**config.mk**
```make
export PLATFORM = sky130hd
export DESIGN_NAME = rv_id_stage
export DESIGN_NICKNAME = d
export VERILOG_FILES = /design/src/source/rv_id_pkg.sv /design/src/source/rv_id_stage.sv /design/src/source/rv_id_ex_reg.sv /design/src/source/rv_operand_read.sv /design/src/source/rv_decoder.sv
export SDC_FILE = /design/constraint.sdc
export NUM_CORES = 2
export LEC_CHECK = 0
export ABC_AREA = 1
export ABC_CLOCK_PERIOD_IN_PS = 9200
export BUFFER_PORTS_ARGS = -buffer_cell sky130_fd_sc_hd__buf_2
export CAP_MARGIN = 20
export CORE_ASPECT_RATIO = 1.4
export CORE_MARGIN = 4
export CORE_UTILIZATION = 35
export DETAILED_ROUTE_END_ITERATION = 7
export PLACE_DENSITY = 0.52
export SLEW_MARGIN = 15
export SYNTH_ARGS = -nofsm -noshare
export SYNTH_HDL_FRONTEND = slang
export SYNTH_SLANG_ARGS = --single-unit
```
**constraint.sdc**
```tcl
create_clock -name clk -period 9.2 [get_ports clk]
set_input_delay 0.46 -clock clk [delete_from_list [all_inputs] [get_ports clk]]
set_output_delay 0.46 -clock clk [all_outputs]
set_load 0.1 [all_outputs]
```
**src/source/rv_id_pkg.sv**
```systemverilog
package rv_id_pkg;

  // ====================
  // Widths and constants
  // ====================

  localparam int XLEN   = 32;
  localparam int REG_AW = 5;

  typedef logic [XLEN-1:0]   word_t;
  typedef logic [REG_AW-1:0] reg_idx_t;

  // addi x0, x0, 0
  localparam word_t I_NOP = 32'h0000_0013;

  // ====================
  // Field encodings
  // ====================

  typedef enum logic [6:0] {
    OP_OP     = 7'b0110011,
    OP_IMM    = 7'b0010011,
    OP_LOAD   = 7'b0000011,
    OP_STORE  = 7'b0100011,
    OP_BRANCH = 7'b1100011,
    OP_JAL    = 7'b1101111,
    OP_JALR   = 7'b1100111,
    OP_LUI    = 7'b0110111,
    OP_AUIPC  = 7'b0010111
  } opcode_e;

  // ALU operand A source
  typedef enum logic [1:0] {
    A_RS1  = 2'd0,
    A_PC   = 2'd1,
    A_ZERO = 2'd2
  } alu_a_src_e;

  // Result written back to rd
  typedef enum logic [1:0] {
    RES_ALU = 2'd0,
    RES_MEM = 2'd1,
    RES_PC4 = 2'd2
  } res_src_e;

  // ALU operation class that EX refines with funct3/funct7
  typedef enum logic [1:0] {
    ALU_ADD     = 2'd0,
    ALU_SUB_CMP = 2'd1,
    ALU_FUNCT   = 2'd2
  } alu_op_e;

  typedef enum logic [1:0] {
    TRAP_NONE    = 2'd0,
    TRAP_INVALID = 2'd1
  } trap_e;

  // ====================
  // Bundles
  // ====================

  typedef struct packed {
    logic       reg_write;
    logic       mem_read;
    logic       mem_write;
    alu_a_src_e alu_a_src;
    logic       alu_b_src;  // 1 selects the immediate
    alu_op_e    alu_op;
    res_src_e   res_src;
    logic       is_branch;
    logic       is_jal;
    logic       is_jalr;
    trap_e      trap;
  } id_ctrl_t;

  typedef struct packed {
    id_ctrl_t   ctrl;
    reg_idx_t   rd;
    reg_idx_t   rs1;
    reg_idx_t   rs2;
    logic [2:0] funct3;
    logic [6:0] funct7;
    word_t      imm;
  } dec_t;

  typedef struct packed {
    logic     en;
    reg_idx_t rd;
    word_t    data;
  } wb_t;

  typedef struct packed {
    word_t rs1_data;
    word_t rs2_data;
  } operands_t;

  typedef struct packed {
    id_ctrl_t   ctrl;
    reg_idx_t   rd;
    reg_idx_t   rs1;
    reg_idx_t   rs2;
    logic [2:0] funct3;
    logic [6:0] funct7;
    word_t      instr;
    word_t      imm;
    word_t      pc;
    word_t      pc_plus4;
    word_t      rs1_data;
    word_t      rs2_data;
  } id_ex_t;

endpackage
```
**src/source/rv_id_stage.sv**
```systemverilog
`timescale 1ns/1ns

module rv_id_stage (
  input  logic                clk,
  input  logic                rst_n_i,
  input  logic                s_valid_i,
  input  logic                data_hazard_i,
  input  logic                flush_i,
  input  logic                m_ready_i,
  input  rv_id_pkg::word_t    instr_i,
  input  rv_id_pkg::word_t    pc_i,
  input  rv_id_pkg::word_t    pc_plus4_i,
  input  rv_id_pkg::wb_t      wb_i,
  output logic                s_ready_o,
  output logic                m_valid_o,
  output rv_id_pkg::id_ex_t   id_ex_o,
  output rv_id_pkg::reg_idx_t rs1_o,
  output rv_id_pkg::reg_idx_t rs2_o,
  output logic                rs1_used_o,
  output logic                rs2_used_o
);

  rv_id_pkg::dec_t      dec;
  rv_id_pkg::operands_t operands;

  rv_decoder u_decoder (
    .instr_i    (instr_i),
    .dec_o      (dec),
    .rs1_used_o (rs1_used_o),
    .rs2_used_o (rs2_used_o)
  );

  // Indices also go out to the hazard unit
  assign rs1_o = dec.rs1;
  assign rs2_o = dec.rs2;

  rv_operand_read u_operand_read (
    .clk        (clk),
    .rst_n_i    (rst_n_i),
    .rs1_i      (dec.rs1),
    .rs2_i      (dec.rs2),
    .wb_i       (wb_i),
    .operands_o (operands)
  );

  rv_id_ex_reg u_id_ex_reg (
    .clk           (clk),
    .rst_n_i       (rst_n_i),
    .s_valid_i     (s_valid_i),
    .dec_i         (dec),
    .operands_i    (operands),
    .instr_i       (instr_i),
    .pc_i          (pc_i),
    .pc_plus4_i    (pc_plus4_i),
    .data_hazard_i (data_hazard_i),
    .flush_i       (flush_i),
    .m_ready_i     (m_ready_i),
    .s_ready_o     (s_ready_o),
    .m_valid_o     (m_valid_o),
    .id_ex_o       (id_ex_o)
  );

endmodule

```
**src/source/rv_id_ex_reg.sv**
```systemverilog
`timescale 1ns/1ns

module rv_id_ex_reg (
  input  logic                 clk,
  input  logic                 rst_n_i,
  input  logic                 s_valid_i,
  input  rv_id_pkg::dec_t      dec_i,
  input  rv_id_pkg::operands_t operands_i,
  input  rv_id_pkg::word_t     instr_i,
  input  rv_id_pkg::word_t     pc_i,
  input  rv_id_pkg::word_t     pc_plus4_i,
  input  logic                 data_hazard_i,
  input  logic                 flush_i,
  input  logic                 m_ready_i,
  output logic                 s_ready_o,
  output logic                 m_valid_o,
  output rv_id_pkg::id_ex_t    id_ex_o
);

  logic              m_valid_q;
  logic              advance;
  logic              accept;
  rv_id_pkg::id_ex_t in_val;
  rv_id_pkg::id_ex_t id_ex_q;

  // Register can take new contents when EX drains it or it is empty
  assign advance   = m_ready_i || !m_valid_q;
  assign s_ready_o = m_ready_i && !data_hazard_i;
  assign accept    = s_valid_i && s_ready_o;

  always_comb begin
    in_val.ctrl     = dec_i.ctrl;
    in_val.rd       = dec_i.rd;
    in_val.rs1      = dec_i.rs1;
    in_val.rs2      = dec_i.rs2;
    in_val.funct3   = dec_i.funct3;
    in_val.funct7   = dec_i.funct7;
    in_val.instr    = instr_i;
    in_val.imm      = dec_i.imm;
    in_val.pc       = pc_i;
    in_val.pc_plus4 = pc_plus4_i;
    in_val.rs1_data = operands_i.rs1_data;
    in_val.rs2_data = operands_i.rs2_data;
  end

  // ====================
  // Pipeline register
  // ====================

  // Flush wins over advance and bubble
  always_ff @(posedge clk) begin
    if (!rst_n_i) begin
      m_valid_q    <= 1'b0;
      id_ex_q.ctrl <= '0;
    end else if (flush_i) begin
      m_valid_q     <= 1'b0;
      id_ex_q.ctrl  <= '0;
      id_ex_q.instr <= rv_id_pkg::I_NOP;
    end else if (advance) begin
      m_valid_q <= accept;
      if (accept) begin
        id_ex_q <= in_val;
      end else begin
        // Bubble on a hazard or when nothing is offered
        id_ex_q.ctrl <= '0;
      end
    end
  end

  assign m_valid_o = m_valid_q;
  assign id_ex_o   = id_ex_q;

endmodule

```
**src/source/rv_operand_read.sv**
```systemverilog
`timescale 1ns/1ns

module rv_operand_read (
  input  logic                 clk,
  input  logic                 rst_n_i,
  input  rv_id_pkg::reg_idx_t  rs1_i,
  input  rv_id_pkg::reg_idx_t  rs2_i,
  input  rv_id_pkg::wb_t       wb_i,
  output rv_id_pkg::operands_t operands_o
);

  // x0 has no storage
  rv_id_pkg::word_t regs [31:1];

  logic wr_en;

  assign wr_en = wb_i.en && (wb_i.rd != '0);

  // ====================
  // Write port
  // ====================

  always_ff @(posedge clk) begin
    if (!rst_n_i) begin
      for (int i = 1; i < 32; i++) begin
        regs[i] <= '0;
      end
    end else if (wr_en) begin
      regs[wb_i.rd] <= wb_i.data;
    end
  end

  // ====================
  // Read ports
  // ====================

  // Same-cycle write returns the new value
  function automatic rv_id_pkg::word_t read_port(input rv_id_pkg::reg_idx_t idx);
    rv_id_pkg::word_t val;
    if (idx == '0) begin
      val = '0;
    end else if (wr_en && (wb_i.rd == idx)) begin
      val = wb_i.data;
    end else begin
      val = regs[idx];
    end
    return val;
  endfunction

  always_comb begin
    operands_o.rs1_data = read_port(rs1_i);
    operands_o.rs2_data = read_port(rs2_i);
  end

endmodule

```
**src/source/rv_decoder.sv**
```systemverilog
`timescale 1ns/1ns

module rv_decoder (
  input  rv_id_pkg::word_t instr_i,
  output rv_id_pkg::dec_t  dec_o,
  output logic             rs1_used_o,
  output logic             rs2_used_o
);

  rv_id_pkg::opcode_e opcode;
  rv_id_pkg::word_t   imm_i;
  rv_id_pkg::word_t   imm_s;
  rv_id_pkg::word_t   imm_b;
  rv_id_pkg::word_t   imm_u;
  rv_id_pkg::word_t   imm_j;

  assign opcode = rv_id_pkg::opcode_e'(instr_i[6:0]);

  // ====================
  // Immediate formats
  // ====================

  assign imm_i = {{20{instr_i[31]}}, instr_i[31:20]};
  assign imm_s = {{20{instr_i[31]}}, instr_i[31:25], instr_i[11:7]};
  assign imm_b = {{19{instr_i[31]}}, instr_i[31], instr_i[7], instr_i[30:25],
                  instr_i[11:8], 1'b0};
  assign imm_u = {instr_i[31:12], 12'b0};
  assign imm_j = {{11{instr_i[31]}}, instr_i[31], instr_i[19:12], instr_i[20],
                  instr_i[30:21], 1'b0};

  // ====================
  // Control decode
  // ====================

  always_comb begin
    dec_o        = '0;
    dec_o.rd     = instr_i[11:7];
    dec_o.rs1    = instr_i[19:15];
    dec_o.rs2    = instr_i[24:20];
    dec_o.funct3 = instr_i[14:12];
    dec_o.funct7 = instr_i[31:25];
    rs1_used_o   = 1'b1;
    rs2_used_o   = 1'b0;

    case (opcode)
      rv_id_pkg::OP_OP: begin
        dec_o.ctrl.reg_write = 1'b1;
        dec_o.ctrl.alu_op    = rv_id_pkg::ALU_FUNCT;
        rs2_used_o           = 1'b1;
      end
      rv_id_pkg::OP_IMM: begin
        dec_o.ctrl.reg_write = 1'b1;
        dec_o.ctrl.alu_b_src = 1'b1;
        dec_o.ctrl.alu_op    = rv_id_pkg::ALU_FUNCT;
        dec_o.imm            = imm_i;
      end
      rv_id_pkg::OP_LOAD: begin
        dec_o.ctrl.reg_write = 1'b1;
        dec_o.ctrl.mem_read  = 1'b1;
        dec_o.ctrl.alu_b_src = 1'b1;
        dec_o.ctrl.res_src   = rv_id_pkg::RES_MEM;
        dec_o.imm            = imm_i;
      end
      rv_id_pkg::OP_STORE: begin
        dec_o.ctrl.mem_write = 1'b1;
        dec_o.ctrl.alu_b_src = 1'b1;
        dec_o.imm            = imm_s;
        rs2_used_o           = 1'b1;
      end
      rv_id_pkg::OP_BRANCH: begin
        // Compare rs1 against rs2 and take the target from pc + imm in EX
        dec_o.ctrl.alu_op    = rv_id_pkg::ALU_SUB_CMP;
        dec_o.ctrl.is_branch = 1'b1;
        dec_o.imm            = imm_b;
        rs2_used_o           = 1'b1;
      end
      rv_id_pkg::OP_JAL: begin
        dec_o.ctrl.reg_write = 1'b1;
        dec_o.ctrl.alu_a_src = rv_id_pkg::A_PC;
        dec_o.ctrl.alu_b_src = 1'b1;
        dec_o.ctrl.res_src   = rv_id_pkg::RES_PC4;
        dec_o.ctrl.is_jal    = 1'b1;
        dec_o.imm            = imm_j;
        rs1_used_o           = 1'b0;
      end
      rv_id_pkg::OP_JALR: begin
        dec_o.ctrl.reg_write = 1'b1;
        dec_o.ctrl.alu_b_src = 1'b1;
        dec_o.ctrl.res_src   = rv_id_pkg::RES_PC4;
        dec_o.ctrl.is_jalr   = 1'b1;
        dec_o.imm            = imm_i;
      end
      rv_id_pkg::OP_LUI: begin
        dec_o.ctrl.reg_write = 1'b1;
        dec_o.ctrl.alu_a_src = rv_id_pkg::A_ZERO;
        dec_o.ctrl.alu_b_src = 1'b1;
        dec_o.imm            = imm_u;
        rs1_used_o           = 1'b0;
      end
      rv_id_pkg::OP_AUIPC: begin
        dec_o.ctrl.reg_write = 1'b1;
        dec_o.ctrl.alu_a_src = rv_id_pkg::A_PC;
        dec_o.ctrl.alu_b_src = 1'b1;
        dec_o.imm            = imm_u;
        rs1_used_o           = 1'b0;
      end
      default: begin
        // No writes and no memory access for an illegal opcode
        dec_o.ctrl.trap = rv_id_pkg::TRAP_INVALID;
        rs1_used_o      = 1'b0;
      end
    endcase
  end

endmodule

```
======== Word level (Yosys, flattened, before mapping) ========
Memory sizes are Yosys's and may differ from the RTL's.
Cells that the tools add are included.
operators by class
  bitwise logic cells ..................... 2
  reductions and logical operators ........ 27
  eq/ne operators ......................... 11
  muxes and demuxes ....................... 28
operators by type and width
  kind                number
  $mux 192            2
  $mux 32             5
  $pmux 32 s5         1
  $reduce_or 32->1    1
  $eq 7x6->1 const B  3
  $eq 7x7->1 const B  3
  $mux 1              15
  $mux 15             1
  $eq 7x5->1 const B  2
  $reduce_or 7->1     2
  $pmux 2 s2          3
  $eq 5x5->1          2
  $logic_not 5->1     2
  $reduce_or 2->1     5
  $reduce_or 9->1     1
  $eq 7x2->1 const B  1
  $reduce_or 3->1     2
  $reduce_or 6->1     1
  $logic_and 1x1->1   5
  $mux 5              1
  $reduce_bool 5->1   1
  $reduce_and 4->1    1
  $reduce_bool 2->1   2
  $reduce_and 3->1    1
  3 further kinds     5
storage, ports and cells
  memory bits (writable) .................. 992
  logic and storage cells ................. 92
  memories kept ........................... 1
  output and inout bits ................... 246
  register bits ........................... 233
memory list
  name                 depth  width  rd ports  clocked after Yosys merged registers in  wr ports  RTL line               RTL
  u_operand_read.regs  31     32     2         0                                        31        rv_operand_read.sv:13  rv_id_pkg::word_t regs [31:1];

======== Longest topological paths before layout ========
  word-level depth ........................ 7
  mapped depth ............................ 12

======== Cells and area by module ========
From an unflattened synthesis, not the netlist that was laid out.
unflattened totals
  cells, all modules ...................... 7,914
  area total of the unflattened synthesis .. 66,775.3 um2
modules (own cells, without submodules)
  module           area an instance (um2)  times used  seq. area each (um2)  cells each
  rv_operand_read  58,344.7                1           30,749.5              7,412
  rv_id_ex_reg     7,649.8                 1           6,836.6               338
  rv_decoder       780.7                   1           0.0                   164

======== Least setup slack after synthesis ========
OpenSTA, ideal clock, no wires.
  path type ............................... input to register
  start point ............................. input m_ready_i
  end point ............................... register u_id_ex_reg.id_ex_q (netlist bit u_id_ex_reg.id_ex_o[221])
  library setup time ...................... 0.118 ns
  slack ................................... -2.453 ns
  stages .................................. 6
  data arrival time ....................... 11.535 ns
  path through ............................ inv_1 > nor2_1 > nand2_1 > nor2_1 > inv_1 > o21ai_0
on the way
  longest elaborated chain between the ends .. 3
ends and longest elaborated chain
  element                 RTL line            RTL
  start: declaration      rv_id_stage.sv:9    input logic m_ready_i,
  $logic_and 1x1->1       rv_id_ex_reg.sv:28  assign s_ready_o = m_ready_i && !data_hazard_i;
  via s_ready_o           rv_id_stage.sv:14   output logic s_ready_o,
  $logic_and 1x1->1       rv_id_ex_reg.sv:29  assign accept = s_valid_i && s_ready_o;
  $mux 15                 rv_id_ex_reg.sv:61  if (accept) begin
  end signal: assignment  rv_id_ex_reg.sv:62  id_ex_q <= in_val;
  end: declaration        rv_id_ex_reg.sv:24  rv_id_pkg::id_ex_t id_ex_q;
The timed path passes the listed nets, and every way through them passes these cells.
A chain may end at the register's enable or synchronous reset.

======== Worst setup path after layout ========
  start point ............................. input instr_i[15]
  end point ............................... register u_id_ex_reg.id_ex_q (netlist bit u_id_ex_reg.id_ex_o[50]) (data pin)
on the way
  longest elaborated chain between the ends .. 3
ends and longest elaborated chain
  element                                                                RTL line           RTL
  start: declaration                                                     rv_id_stage.sv:10  input rv_id_pkg::word_t instr_i,
  parallel branches: the longest is 3 deep, another holds $mem_v2 31x32  n/a
Several ways; the timed one is not identified.

==> impl_metrics.py <==
metrics = {
    "global_route": {
        "grt-busiest-layer": "met2",
        "grt_util_met3_pct": 5.43,
        "grt_pass1_wl_mm": 416,
        "grt_antenna_before_repair": 7,
        "use_met1_pct": 35.2,
        "grt_max_degree": 188,
        "use_met2_pct": 45.4,
        "overflow": 0,
        "grt_pass1_vias": 58300,
        "grt_usage_pct": 29.0,
    },
    "floorplanning": {
        "die_h_um": 525,
        "initial_core_util_pct": 35.2,
        "ios": 386,
        "core_area_mm2": 0.189,
        "die_w_um": 377,
        "fp-row-count": 189,
        "die_area_mm2": 0.198,
    },
    "synth": {
        "ys_warn_count": 0,
        "synth_common_cells": "nand2_1, nand3_1, nor2_1",
        "yosys_register_bits": 1255,
        "synth.avg_cell_area_um2": 8.07,
        "yosys.area.top_type": "edfxtp_1",
        "synth_edf_count": 1241,
        "synth_top_cell_area_share_pct": 55.9,
        "synth-seq-area-share_pct": 56.3,
        "synth_cells": 8272,
        "synthFlopType": "edfxtp_1",
        "yosysMostFrequentCell": "nand2_1",
        "synthArstFlopShare_pct": 0,
        "synth_area_mm2": 0.0667,
        "synth_cell_type_count": 29,
        "synthTopCellsByArea": "edfxtp_1, nand2_1, nand3_1",
    },
    "clock_tree": {
        "cts-root-buf": "clkbuf_16",
        "cts_tree": "done",
        "cts_resized": 0,
        "htreeDepth": 4,
        "clkSinkCount": 1255,
        "numCtsBuffers": 139,
        "cts.path.max_buffers": 3,
        "post_cts_buffers": 0,
        "clk_pin_slew_ns": 0.06,
        "clkLatencyLatePin_ns": 0.80,
    },
    "pwr": {
        "leakagePower_nw": 33.0,
        "powerDensity_mw_per_mm2": 187,
        "ir_worst_vdd_mv": 0.154,
    },
    "timing": {
        "hold_slack_ns": 0.0553,
        "slew_viol_final": 0,
        "period_needed_ns": 3.63,
        "relSlewSlack_pct": 20.7,
        "rsz0062_at_grt": "no",
        "tightest_slew_ns": 1.19,
        "fin_tns_setup_ns": 0,
        "fmax_mhz": 275,
        "skew_ns": 0.0211,
        "fin_crit_sh_pct": 39.5,
        "setup_viol": 0,
        "hold_viol": 0,
    },
    "finish": {
        "seqCellArea_mm2": 0.0375,
        "nNetsFinal": 8599,
        "area_growth_pct": 14.2,
        "multiInputGateArea_mm2": 0.0238,
        "fin_util_pct": 40.2,
        "drive_gt1_share_pct": 9.31,
        "layout.cells.non_filler": 11000,
        "fillers": 19000,
    },
    "critical_path": {
        "cp_max_fo": 60,
        "crit_type": "in2reg",
        "arrival_ns": 4.17,
        "end_kind": "flop",
        "crit_required_ns": 9.73,
        "start_kind": "input port",
    },
    "min_path": {
        "hold_class": "in2reg",
    },
    "drt": {
        "routedWlPerCell_um": 26.8,
        "vias": 61400,
        "drt_iter0_drc": 8011,
        "ant_nets": 0,
        "avgViaCountPerCell": 5.56,
        "first_pass_iters": 8,
        "route.detailed.drc": 0,
        "wl_mm": 296,
    },
    "run": {
        "maxCapViolCount": 0,
    },
    "placement": {
        "dp.cells": 10700,
        "dpl.hpwl_mm": 172,
        "port_buffers": 384,
        "routabilityCongestion": 0.922,
    },
    "status": {
        "status": "complete, no violations",
    },
}
cell type report:
| cell class | count | share of cell area [%] |
|---|---|---|
| Antenna cell | 5 | 0.0164 |
| Clock buffer | 184 | 5.09 |
| Clock inverter | 57 | 0.578 |
| Inverter | 777 | 3.87 |
| Multi-Input combinational cell | 5615 | 31.2 |
| Sequential cell | 1255 | 49.3 |
| Tap cell | 2483 | 4.08 |
| Timing Repair Buffer | 671 | 5.89 |
layer usage:
metal	vias to the layer above	wire length (um)
met5	-	0
met4	0	26400
met3	898	28800
met2	4038	133000
met1	29400	108000
li1	27100	-
power by group:
part	leakage, nW	internal (W)	switching [W]
registers	11.7	0.00657	0.000105
logic	19.1	0.000455	0.00157
clock network	2.11	0.00312	0.00240
total	33.0	0.0101	0.00407
critical path, cell delays in order:
cell     delay, ns
buf_8         0.34
buf_4         0.74
buf_4         0.58
buf_4         0.69
nand2_1       0.11
nand3_1       0.10
a21oi_1       0.09
nor2_1        0.41
nand2_1       0.28
nand2_1       0.13
a21oi_1       0.06
sequential cells by signal, indices dropped and copies added, names as in the netlist:
register,count
u_id_ex_reg.m_valid_o,1
u_operand_read.regs,1024
u_id_ex_reg.id_ex_o,230
metrics by stage:
stage / worst slack (ns) / cell area (um^2) / power, W
after global routing: 5.59 / 76200 / 0.0146
after global placement: 4.93 / 70800 / 0.00871
final: 5.57 / 76200 / 0.0142
after floorplan: 1.03 / 66800 / 0.00796
after CTS: 5.75 / 76200 / 0.0142
after detailed placement: 4.90 / 70800 / 0.00874
cell families after synthesis:
group,after synthesis,synth area share (%)
buffers and inverters,1434,8.51
XOR/XNOR,8,0.105
AND/OR/NAND/NOR,5196,31.9
other,1,0.00562
AO/OA/AOI/OAI,378,3.24
flip-flops,1255,56.3
path summary, 6_finish.rpt:
check,start,to,slack (ns),depth (start not counted)
worst max-delay path,instr_i[15],u_id_ex_reg.id_ex_o[50],5.57,11
worst min-delay path,m_ready_i,u_id_ex_reg.m_valid_o,0.06,4
worst max register to register,u_operand_read.regs[19][18],u_id_ex_reg.id_ex_o[18],7.18,8
worst min register to register,u_id_ex_reg.id_ex_o[221],u_id_ex_reg.id_ex_o[221],0.46,2
timing repair:
action	in CTS	in global routing
endpoints found under the hold margin	124	0
hold buffers	112	0
endpoints found under the setup margin	0	0
placed cells by master (no fill, tap or decap), drive strengths merged:
cell / synthesis / layout
xnor2: 4 / 4
nand2: 2493 / 2493
diode: 0 / 5
a22o: 1 / 1
clkinv: 4 / 53
o22ai: 12 / 12
a31o: 1 / 1
nor3: 31 / 31
a22oi: 1 / 1
bufinv: 0 / 6
a32o: 1 / 1
buf: 252 / 558
nor2: 1309 / 1309
dlygate4sd3: 0 / 112
o211ai: 94 / 94
edfxtp: 1241 / 1241
clkbuf: 405 / 185
xor2: 4 / 4
o21ai: 107 / 107
nand4: 2 / 2
inv: 773 / 774
nand3: 1361 / 1361
o2111ai: 1 / 1
dfxtp: 14 / 14
clkinvlp: 0 / 1
conb: 1 / 33
a21oi: 160 / 160
Power figures use the tool's default switching activity.
